## src/rtl/alu_defines.svh

```systemverilog
`ifndef ALU_DEFINES_SVH
`define ALU_DEFINES_SVH

// datapath widths
`define ALU_XLEN      64
`define ALU_OP_LEN    5
`define ALU_SHAMT_LEN 6    // rv64 shift field

// opcode codes
`define ALUOP_ADD  5'd0
`define ALUOP_XOR  5'd1
`define ALUOP_OR   5'd2
`define ALUOP_AND  5'd3
`define ALUOP_SLL  5'd4
`define ALUOP_SRL  5'd5
`define ALUOP_SRA  5'd6
`define ALUOP_SUB  5'd7

// compare group, result word is zero for these
`define ALUOP_SLT  5'd8
`define ALUOP_SLTU 5'd9
`define ALUOP_BEQ  5'd10
`define ALUOP_BNE  5'd11
`define ALUOP_BLT  5'd12
`define ALUOP_BGE  5'd13
`define ALUOP_BLTU 5'd14
`define ALUOP_BGEU 5'd15
// codes 16 to 31 are illegal

// bus register word offsets
`define ALU_REG_A   3'd0
`define ALU_REG_B   3'd1
`define ALU_REG_OP  3'd2
`define ALU_REG_RES 3'd3
`define ALU_REG_CMP 3'd4

`endif
```

## src/rtl/alu_pkg.sv

```systemverilog
`include "alu_defines.svh"

package alu_pkg;

  typedef enum logic [`ALU_OP_LEN-1:0] {
    OP_ADD  = `ALUOP_ADD,
    OP_XOR  = `ALUOP_XOR,
    OP_OR   = `ALUOP_OR,
    OP_AND  = `ALUOP_AND,
    OP_SLL  = `ALUOP_SLL,
    OP_SRL  = `ALUOP_SRL,
    OP_SRA  = `ALUOP_SRA,
    OP_SUB  = `ALUOP_SUB,
    OP_SLT  = `ALUOP_SLT,
    OP_SLTU = `ALUOP_SLTU,
    OP_BEQ  = `ALUOP_BEQ,
    OP_BNE  = `ALUOP_BNE,
    OP_BLT  = `ALUOP_BLT,
    OP_BGE  = `ALUOP_BGE,
    OP_BLTU = `ALUOP_BLTU,
    OP_BGEU = `ALUOP_BGEU
  } alu_op_e;

  // operand b as seen by the shifter
  typedef struct packed {
    logic [`ALU_XLEN-`ALU_SHAMT_LEN-1:0] rsvd;   // ignored by shifts
    logic [`ALU_SHAMT_LEN-1:0]           shamt;
  } alu_shamt_s;

  typedef union packed {
    logic [`ALU_XLEN-1:0] word;  // data view
    alu_shamt_s           sh;    // shift view
  } alu_operand_u;

endpackage

```

## src/rtl/alu_operand_if.sv

```systemverilog
`timescale 1ns/1ns
`include "alu_defines.svh"

// operands and control from the alu decode to its two units
interface alu_operand_if;

  logic [`ALU_XLEN-1:0]  a;
  alu_pkg::alu_operand_u b;
  logic                  sub_en;       // sub and every compare
  logic                  shift_en;
  logic                  shift_right;
  logic                  shift_arith;  // sign fill, sra only

  modport src_mp (
    output a,
    output b,
    output sub_en,
    output shift_en,
    output shift_right,
    output shift_arith
  );

  modport unit_mp (
    input a,
    input b,
    input sub_en,
    input shift_en,
    input shift_right,
    input shift_arith
  );

endinterface

```

## src/rtl/alu_wb_top.sv

```systemverilog
`timescale 1ns/1ns
`include "alu_defines.svh"

module alu_wb_top (
  input  logic                 clk_i,
  input  logic                 rst_i,
  input  logic                 wb_cyc_i,
  input  logic                 wb_stb_i,
  input  logic                 wb_we_i,
  input  logic [2:0]           wb_adr_i,
  input  logic [`ALU_XLEN-1:0] wb_dat_i,
  output logic [`ALU_XLEN-1:0] wb_dat_o,
  output logic                 wb_ack_o
);

  logic [`ALU_XLEN-1:0]   a_q;
  logic [`ALU_XLEN-1:0]   b_q;
  logic [`ALU_OP_LEN-1:0] op_q;
  logic [`ALU_XLEN-1:0]   res_q;
  logic                   cmp_q;
  logic                   ack_q;
  logic [`ALU_XLEN-1:0]   rd_q;
  logic [`ALU_XLEN-1:0]   rd_data;
  logic [`ALU_XLEN-1:0]   alu_res;
  logic                   alu_cmp;
  logic                   acc;

  // new access, not yet acknowledged
  assign acc = wb_cyc_i & wb_stb_i & ~ack_q;

  always_ff @(posedge clk_i) begin
    if (rst_i) begin
      ack_q <= 1'b0;
    end else begin
      ack_q <= acc;  // high for one cycle only
    end
  end

  // operand and opcode registers
  always_ff @(posedge clk_i) begin
    if (rst_i) begin
      a_q  <= '0;
      b_q  <= '0;
      op_q <= '0;
    end else if (acc && wb_we_i) begin
      case (wb_adr_i)
        `ALU_REG_A:  a_q  <= wb_dat_i;
        `ALU_REG_B:  b_q  <= wb_dat_i;
        `ALU_REG_OP: op_q <= wb_dat_i[`ALU_OP_LEN-1:0];
        default: ;   // result, compare and holes are read only
      endcase
    end
  end

  alu u_alu (
    .a_i      (a_q),
    .b_i      (b_q),
    .op_i     (op_q),
    .result_o (alu_res),
    .cmp_o    (alu_cmp)
  );

  // outputs trail the operands by one clock
  always_ff @(posedge clk_i) begin
    if (rst_i) begin
      res_q <= '0;
      cmp_q <= 1'b0;
    end else begin
      res_q <= alu_res;
      cmp_q <= alu_cmp;
    end
  end

  always_comb begin
    case (wb_adr_i)
      `ALU_REG_A:   rd_data = a_q;
      `ALU_REG_B:   rd_data = b_q;
      `ALU_REG_OP:  rd_data = {{(`ALU_XLEN-`ALU_OP_LEN){1'b0}}, op_q};
      `ALU_REG_RES: rd_data = res_q;
      `ALU_REG_CMP: rd_data = {{(`ALU_XLEN-1){1'b0}}, cmp_q};
      default:      rd_data = '0;
    endcase
  end

  // read data registered alongside ack
  always_ff @(posedge clk_i) begin
    if (acc) begin
      rd_q <= rd_data;
    end
  end

  assign wb_dat_o = rd_q;
  assign wb_ack_o = ack_q;

endmodule

```

## src/rtl/alu.sv

```systemverilog
`timescale 1ns/1ns
`include "alu_defines.svh"

module alu (
  input  logic [`ALU_XLEN-1:0]   a_i,
  input  logic [`ALU_XLEN-1:0]   b_i,
  input  logic [`ALU_OP_LEN-1:0] op_i,
  output logic [`ALU_XLEN-1:0]   result_o,
  output logic                   cmp_o
);

  alu_operand_if alu_ops ();

  alu_pkg::alu_op_e     op;
  logic [`ALU_XLEN-1:0] sum;
  logic [`ALU_XLEN-1:0] shift_res;

  assign op = alu_pkg::alu_op_e'(op_i);  // illegal codes fall to defaults

  assign alu_ops.a      = a_i;
  assign alu_ops.b.word = b_i;

  // unit control from the opcode
  always_comb begin
    alu_ops.sub_en      = 1'b0;
    alu_ops.shift_en    = 1'b0;
    alu_ops.shift_right = 1'b0;
    alu_ops.shift_arith = 1'b0;
    case (op)
      alu_pkg::OP_SUB, alu_pkg::OP_SLT, alu_pkg::OP_SLTU,
      alu_pkg::OP_BEQ, alu_pkg::OP_BNE, alu_pkg::OP_BLT,
      alu_pkg::OP_BGE, alu_pkg::OP_BLTU, alu_pkg::OP_BGEU: begin
        alu_ops.sub_en = 1'b1;
      end
      alu_pkg::OP_SLL: begin
        alu_ops.shift_en = 1'b1;
      end
      alu_pkg::OP_SRL: begin
        alu_ops.shift_en    = 1'b1;
        alu_ops.shift_right = 1'b1;
      end
      alu_pkg::OP_SRA: begin
        alu_ops.shift_en    = 1'b1;
        alu_ops.shift_right = 1'b1;
        alu_ops.shift_arith = 1'b1;
      end
      default: ;
    endcase
  end

  add_cmp_unit u_add_cmp (
    .ops_i (alu_ops.unit_mp),
    .op_i  (op),
    .sum_o (sum),
    .cmp_o (cmp_o)
  );

  shift_unit u_shift (
    .ops_i   (alu_ops.unit_mp),
    .shift_o (shift_res)
  );

  // final result select
  always_comb begin
    case (op)
      alu_pkg::OP_ADD, alu_pkg::OP_SUB: result_o = sum;
      alu_pkg::OP_SLL, alu_pkg::OP_SRL, alu_pkg::OP_SRA: result_o = shift_res;
      alu_pkg::OP_AND: result_o = a_i & b_i;
      alu_pkg::OP_OR:  result_o = a_i | b_i;
      alu_pkg::OP_XOR: result_o = a_i ^ b_i;
      default:         result_o = '0;  // compares and illegal codes
    endcase
  end

endmodule

```

## src/rtl/shift_unit.sv

```systemverilog
`timescale 1ns/1ns
`include "alu_defines.svh"

module shift_unit (
  alu_operand_if.unit_mp       ops_i,
  output logic [`ALU_XLEN-1:0] shift_o
);

  logic [`ALU_SHAMT_LEN-1:0] shamt;
  logic [`ALU_XLEN-1:0]      a_rev;
  logic [`ALU_XLEN-1:0]      shl_in;
  logic [`ALU_XLEN-1:0]      shl_out;
  logic [`ALU_XLEN-1:0]      srl_res;
  logic [`ALU_XLEN-1:0]      sra_mask;
  logic [`ALU_XLEN-1:0]      sra_res;

  function automatic logic [`ALU_XLEN-1:0] bit_rev(input logic [`ALU_XLEN-1:0] v);
    logic [`ALU_XLEN-1:0] r;
    for (int i = 0; i < `ALU_XLEN; i++) begin
      r[i] = v[`ALU_XLEN-1-i];
    end
    return r;
  endfunction

  assign shamt = ops_i.b.sh.shamt;  // upper bits of b never count

  // a right shift is a left shift of the mirrored word
  assign a_rev   = bit_rev(ops_i.a);
  assign shl_in  = ops_i.shift_right ? a_rev : ops_i.a;
  assign shl_out = shl_in << shamt;
  assign srl_res = bit_rev(shl_out);

  // ones where the shifted data lands, zeros in the vacated top bits
  assign sra_mask = {`ALU_XLEN{1'b1}} >> shamt;
  assign sra_res  = (srl_res & sra_mask) |
                    ({`ALU_XLEN{ops_i.a[`ALU_XLEN-1]}} & ~sra_mask);

  always_comb begin
    if (!ops_i.shift_en) begin
      shift_o = '0;
    end else if (!ops_i.shift_right) begin
      shift_o = shl_out;   // sll
    end else if (ops_i.shift_arith) begin
      shift_o = sra_res;
    end else begin
      shift_o = srl_res;
    end
  end

endmodule

```

## src/rtl/add_cmp_unit.sv

```systemverilog
`timescale 1ns/1ns
`include "alu_defines.svh"

module add_cmp_unit (
  alu_operand_if.unit_mp       ops_i,
  input  alu_pkg::alu_op_e     op_i,
  output logic [`ALU_XLEN-1:0] sum_o,
  output logic                 cmp_o
);

  logic [`ALU_XLEN:0] a_ext;
  logic [`ALU_XLEN:0] b_ext;
  logic [`ALU_XLEN:0] sum_ext;
  logic               zero_f;
  logic               ovf_f;
  logic               sign_f;
  logic               carry_f;
  logic               lt_s;
  logic               lt_u;

  // double sign bit, b inverted when subtracting
  assign a_ext = {ops_i.a[`ALU_XLEN-1], ops_i.a};
  assign b_ext = {ops_i.b.word[`ALU_XLEN-1], ops_i.b.word} ^ {(`ALU_XLEN+1){ops_i.sub_en}};

  // carry-in of one completes the two's complement
  assign sum_ext = a_ext + b_ext + {{`ALU_XLEN{1'b0}}, ops_i.sub_en};

  assign sum_o = sum_ext[`ALU_XLEN-1:0];

  // flags
  assign zero_f = (sum_ext[`ALU_XLEN-1:0] == '0);
  assign ovf_f  = sum_ext[`ALU_XLEN] ^ sum_ext[`ALU_XLEN-1];  // sign bits disagree
  assign sign_f = sum_ext[`ALU_XLEN-1];

  // carry out of bit 63, undone from the guard bit
  assign carry_f = sum_ext[`ALU_XLEN] ^ a_ext[`ALU_XLEN] ^ b_ext[`ALU_XLEN];

  assign lt_s = sign_f ^ ovf_f;         // a < b signed
  assign lt_u = ops_i.sub_en ^ carry_f; // borrow, a < b unsigned

  always_comb begin
    case (op_i)
      alu_pkg::OP_SLT,
      alu_pkg::OP_BLT: begin
        cmp_o = lt_s;
      end
      alu_pkg::OP_SLTU,
      alu_pkg::OP_BLTU: begin
        cmp_o = lt_u;
      end
      alu_pkg::OP_BGE: begin
        cmp_o = ~lt_s;
      end
      alu_pkg::OP_BGEU: begin
        cmp_o = ~lt_u;
      end
      alu_pkg::OP_BEQ: begin
        cmp_o = zero_f;
      end
      alu_pkg::OP_BNE: begin
        cmp_o = ~zero_f;
      end
      default: begin
        cmp_o = 1'b0;  // not a compare
      end
    endcase
  end

endmodule

```

## config.mk

```make
export PLATFORM = sky130hd
export DESIGN_NAME = alu_wb_top
export DESIGN_NICKNAME = d
export VERILOG_FILES = /design/src/rtl/alu_pkg.sv /design/src/rtl/alu_operand_if.sv /design/src/rtl/alu_wb_top.sv /design/src/rtl/alu.sv /design/src/rtl/shift_unit.sv /design/src/rtl/add_cmp_unit.sv
export VERILOG_INCLUDE_DIRS = /design/src /design/src/rtl
export SDC_FILE = /design/constraint.sdc
export NUM_CORES = 1
export LEC_CHECK = 0
export BUFFER_PORTS_ARGS = -buffer_cell sky130_fd_sc_hd__buf_2
export CORE_AREA = 2 2 352 354
export DETAILED_ROUTE_END_ITERATION = 16
export DIE_AREA = 0 0 354 356
export PLACE_DENSITY = 0.48
export SLEW_MARGIN = 15
export SYNTH_ARGS = -nofsm -noshare
export SYNTH_HDL_FRONTEND = slang
export SYNTH_HIERARCHICAL = 1
export SYNTH_SLANG_ARGS = --single-unit
```

## constraint.sdc

```tcl
create_clock -name clk_i -period 6.2 [get_ports clk_i]
set_input_delay 1.24 -clock clk_i [delete_from_list [all_inputs] [get_ports clk_i]]
set_output_delay 1.24 -clock clk_i [all_outputs]
set_load 0.01 [all_outputs]
```

==> out/metrics.cfg <==
[status]
status = completed

[power_and_ir_drop]
total_power_mw = 4.10
p_leak_nw = 13.2
powerDensity_nw_per_um2 = 130
vdd_drop_max_v = 0.000182

[placement]
placed_cells = 4891
place_area_um2 = 30500
place_congestion = 1.01
port_buffers = 136
place_ws_ns = -0.320
dp_hpwl_um = 98300

[drt]
drt_first_pass_iters = 6
drt-total-wl_um = 128000
vias = 26000
vias_per_cell = 5.26
ant_nets = 0
post_drt_wl_per_cell_um = 25.8
drt_iter0_drc = 2223
route.detailed.drc = 0

[die]
die_area_um2 = 126000
io_pins = 137
start_util = 0.228
num_rows = 129
dieWidth_um = 354
core_um2 = 123000
die_height_um = 356

[finish]
stdcell_area_um2 = 31600
instances_no_fill = 4950
final_util = 0.258
area_delta_synth_final_pct = 12.9
nets = 3558
diodes = 0
drive_gt1_frac = 0.162

[cts]
cts_tree = done
cts.sinks = 263
ctsHtreeMaxLevel = 1
cts-root-buf = clkbuf_16
cts-buffers-inserted = 30
ctsLongestPathBuffers = 3
clk_latency_ns = 0.63
clkTransAtPathRegs_ns = 0.07

[global_routing]
grt_max_degree = 129
grt_pass1_vias = 25200
grt_first_pass_wirelength_um = 185000
antenna_found_initial = 5
grt_usage = 0.195
grt-ovfl-total = 0

[logic_synthesis]
ys_ff_latch = 263
synth_ff_type = dfxtp_1
synth_edf_count = 64
yosys_warnings = 6
yosysSeqAreaShare = 0.211
ys_types = 104
syn_area_um2 = 28000
syn_nets = 3523
synth_cells = 3254
async_flop_share = 0
syn_avg_cell_area_um2 = 8.61

[sta]
fin_skew_ns = 0.0174
fmax_mhz = 167
tightestPinTransition_ns = 1.01
worst_slack_ns = 0.229
relSlewSlack = 0.323
setup_viol_count_final = 0
hold_viol = 0
slew_violations = 0
finalCritPeriodShare = 0.963
period_needed_ns = 5.97

[worst_setup_path]
worst-path-max-fanout = 20
worstPathArrival_ns = 6.47
setup.worst_path.start_class = flip-flop
crit_chain = and3_1 -> nor2_1 -> nor2_4 -> buf_12 -> xor2_1 -> ha_1 -> a21oi_1 -> nand2_1 -> xor2_1 -> or4_1 -> or4_1 -> nor4_4 -> nand4_1 -> nor4b_4 -> buf_4 -> nand4_1 -> nor4_2 -> xnor2_1 -> o32ai_1 -> nor2b_1
crit_type = reg2reg
cpPeakStageDelay_ns = 0.59
required_ns = 6.70
end_kind = flip-flop
slowest_stage = or4_1
critPathTopFamily = simple AND/OR/NAND/NOR gates
cp.buffers_inverters = 2

[job]
maxCapViolCount = 0

[hold_path]
hold_path.class = reg2reg

[where the power goes]
group,switching [mW],leakage [nW],total (mW),internal (mW)
clock,0.822,0.489,1.90,1.08
combinational,0.252,10.5,0.400,0.148
sequential,0.0187,2.24,1.80,1.78
[timing repair]
| action | in CTS | in global routing |
|---|---|---|
| hold buffers | 0 | 0 |
| gates cloned | 0 | 1 |
| pin swaps | 0 | 3 |
| buffers inserted | 0 | 2 |
| resized for setup | 3 | 12 |
| endpoints found under the setup margin | 1 | 1 |
[registers in the layout, indices dropped and copies added (netlist names)]
| register | flops |
|---|---|
| a_q | 64 |
| b_q | 64 |
| cmp_q | 1 |
| op_q | 5 |
| res_q | 64 |
| wb_ack_o | 1 |
| wb_dat_o | 64 |
[per-layer routing]
layer	routed length [um]	GRT usage	vias to the layer above	share of wire
met5	41	0	-	0.00032
met4	7240	0.0976	6	0.057
met3	7700	0.0271	200	0.060
met2	58400	0.319	951	0.46
met1	54400	0.252	13000	0.43
li1	-	-	11900	-
[cell families after synthesis]
| family | synth area share |
|---|---|
| compound gates | 0.175 |
| xor+xnor | 0.0378 |
| fa+ha+maj | 0.0883 |
| buf+inv | 0.0649 |
| flops | 0.211 |
| mux | 0.207 |
| simple gates | 0.216 |
[worst paths after layout]
check | startpoint | endpoint | slack [ns] | cells past startpoint
hold reg to reg | b_q[4]$_SDFFE_PP0P_ | b_q[4]$_SDFFE_PP0P_ | 0.54 | 2
setup reg to reg | op_q[0]$_SDFFE_PP0P_ | cmp_q$_SDFF_PP0_ | 0.23 | 20
hold / removal | b_q[4]$_SDFFE_PP0P_ | b_q[4]$_SDFFE_PP0P_ | 0.54 | 2
setup / recovery | op_q[0]$_SDFFE_PP0P_ | cmp_q$_SDFF_PP0_ | 0.23 | 20
[synthesized netlist by cell type, drive strengths merged, types with 41 or more instances]
cell type,n,area (um^2)
mux4,96,2260
mux2,49,552
nor2b,75,469
edfxtp,64,1920
nand2b,207,1290
o21ai,113,566
nor2,190,713
buf,102,693
and3,64,400
nand2,259,972
dfxtp,199,3980
nor3b,41,463
xor2,89,787
mux2i,298,3000
a21oi,234,1170
inv,152,571
clkbuf,144,542
or2,99,619
nor3,63,315
ha,196,2450
a2111o,61,687
[metrics by stage]
| stage | hold WS [ns] | TNS (ns) |
|---|---|---|
| final | 0.544 | 0 |
| after global routing | 0.574 | -0.0551 |
| after CTS | 0.546 | 0 |
| after detailed placement | 0.533 | -0.320 |
| after global placement | 0.530 | -0.170 |
| after floorplan | 0.492 | 0 |
[worst min-delay path, cell delays in order (launching register included)]
cell and delay, ns:
dfxtp_2 0.36, nand2b_1 0.08, mux2i_1 0.06
[final cells by class]
| cell class | instances | area (um^2) |
|---|---|---|
| flip-flops and latches | 263 | 5920 |
| repair buffers | 249 | 1640 |
| inverters | 155 | 583 |
| clock buffers | 38 | 842 |
| multi-input cells | 2590 | 20400 |
| clock inverters | 18 | 173 |
| well taps | 1637 | 2050 |
| fillers | 13400 | 91000 |
[cells in the final DEF (no fill, tap or decap), types with 36 or more instances in the layout]
| master | n |
|---|---|
| a21oi_1 | 232 |
| ha_1 | 196 |
| mux2_2 | 44 |
| or2_1 | 46 |
| dfxtp_1 | 192 |
| mux4_2 | 70 |
| mux2i_1 | 296 |
| a21o_1 | 36 |
| nor2_1 | 188 |
| nor3_1 | 63 |
| a2111o_1 | 61 |
| o21ai_0 | 94 |
| and3_1 | 64 |
| or2_2 | 43 |
| xor2_1 | 87 |
| buf_2 | 134 |
| inv_1 | 147 |
| edfxtp_1 | 64 |
| nand2b_1 | 207 |
| buf_4 | 106 |
| nor2b_1 | 75 |
| nand2_1 | 258 |
Note: power is estimated with default switching activity, not from simulation.
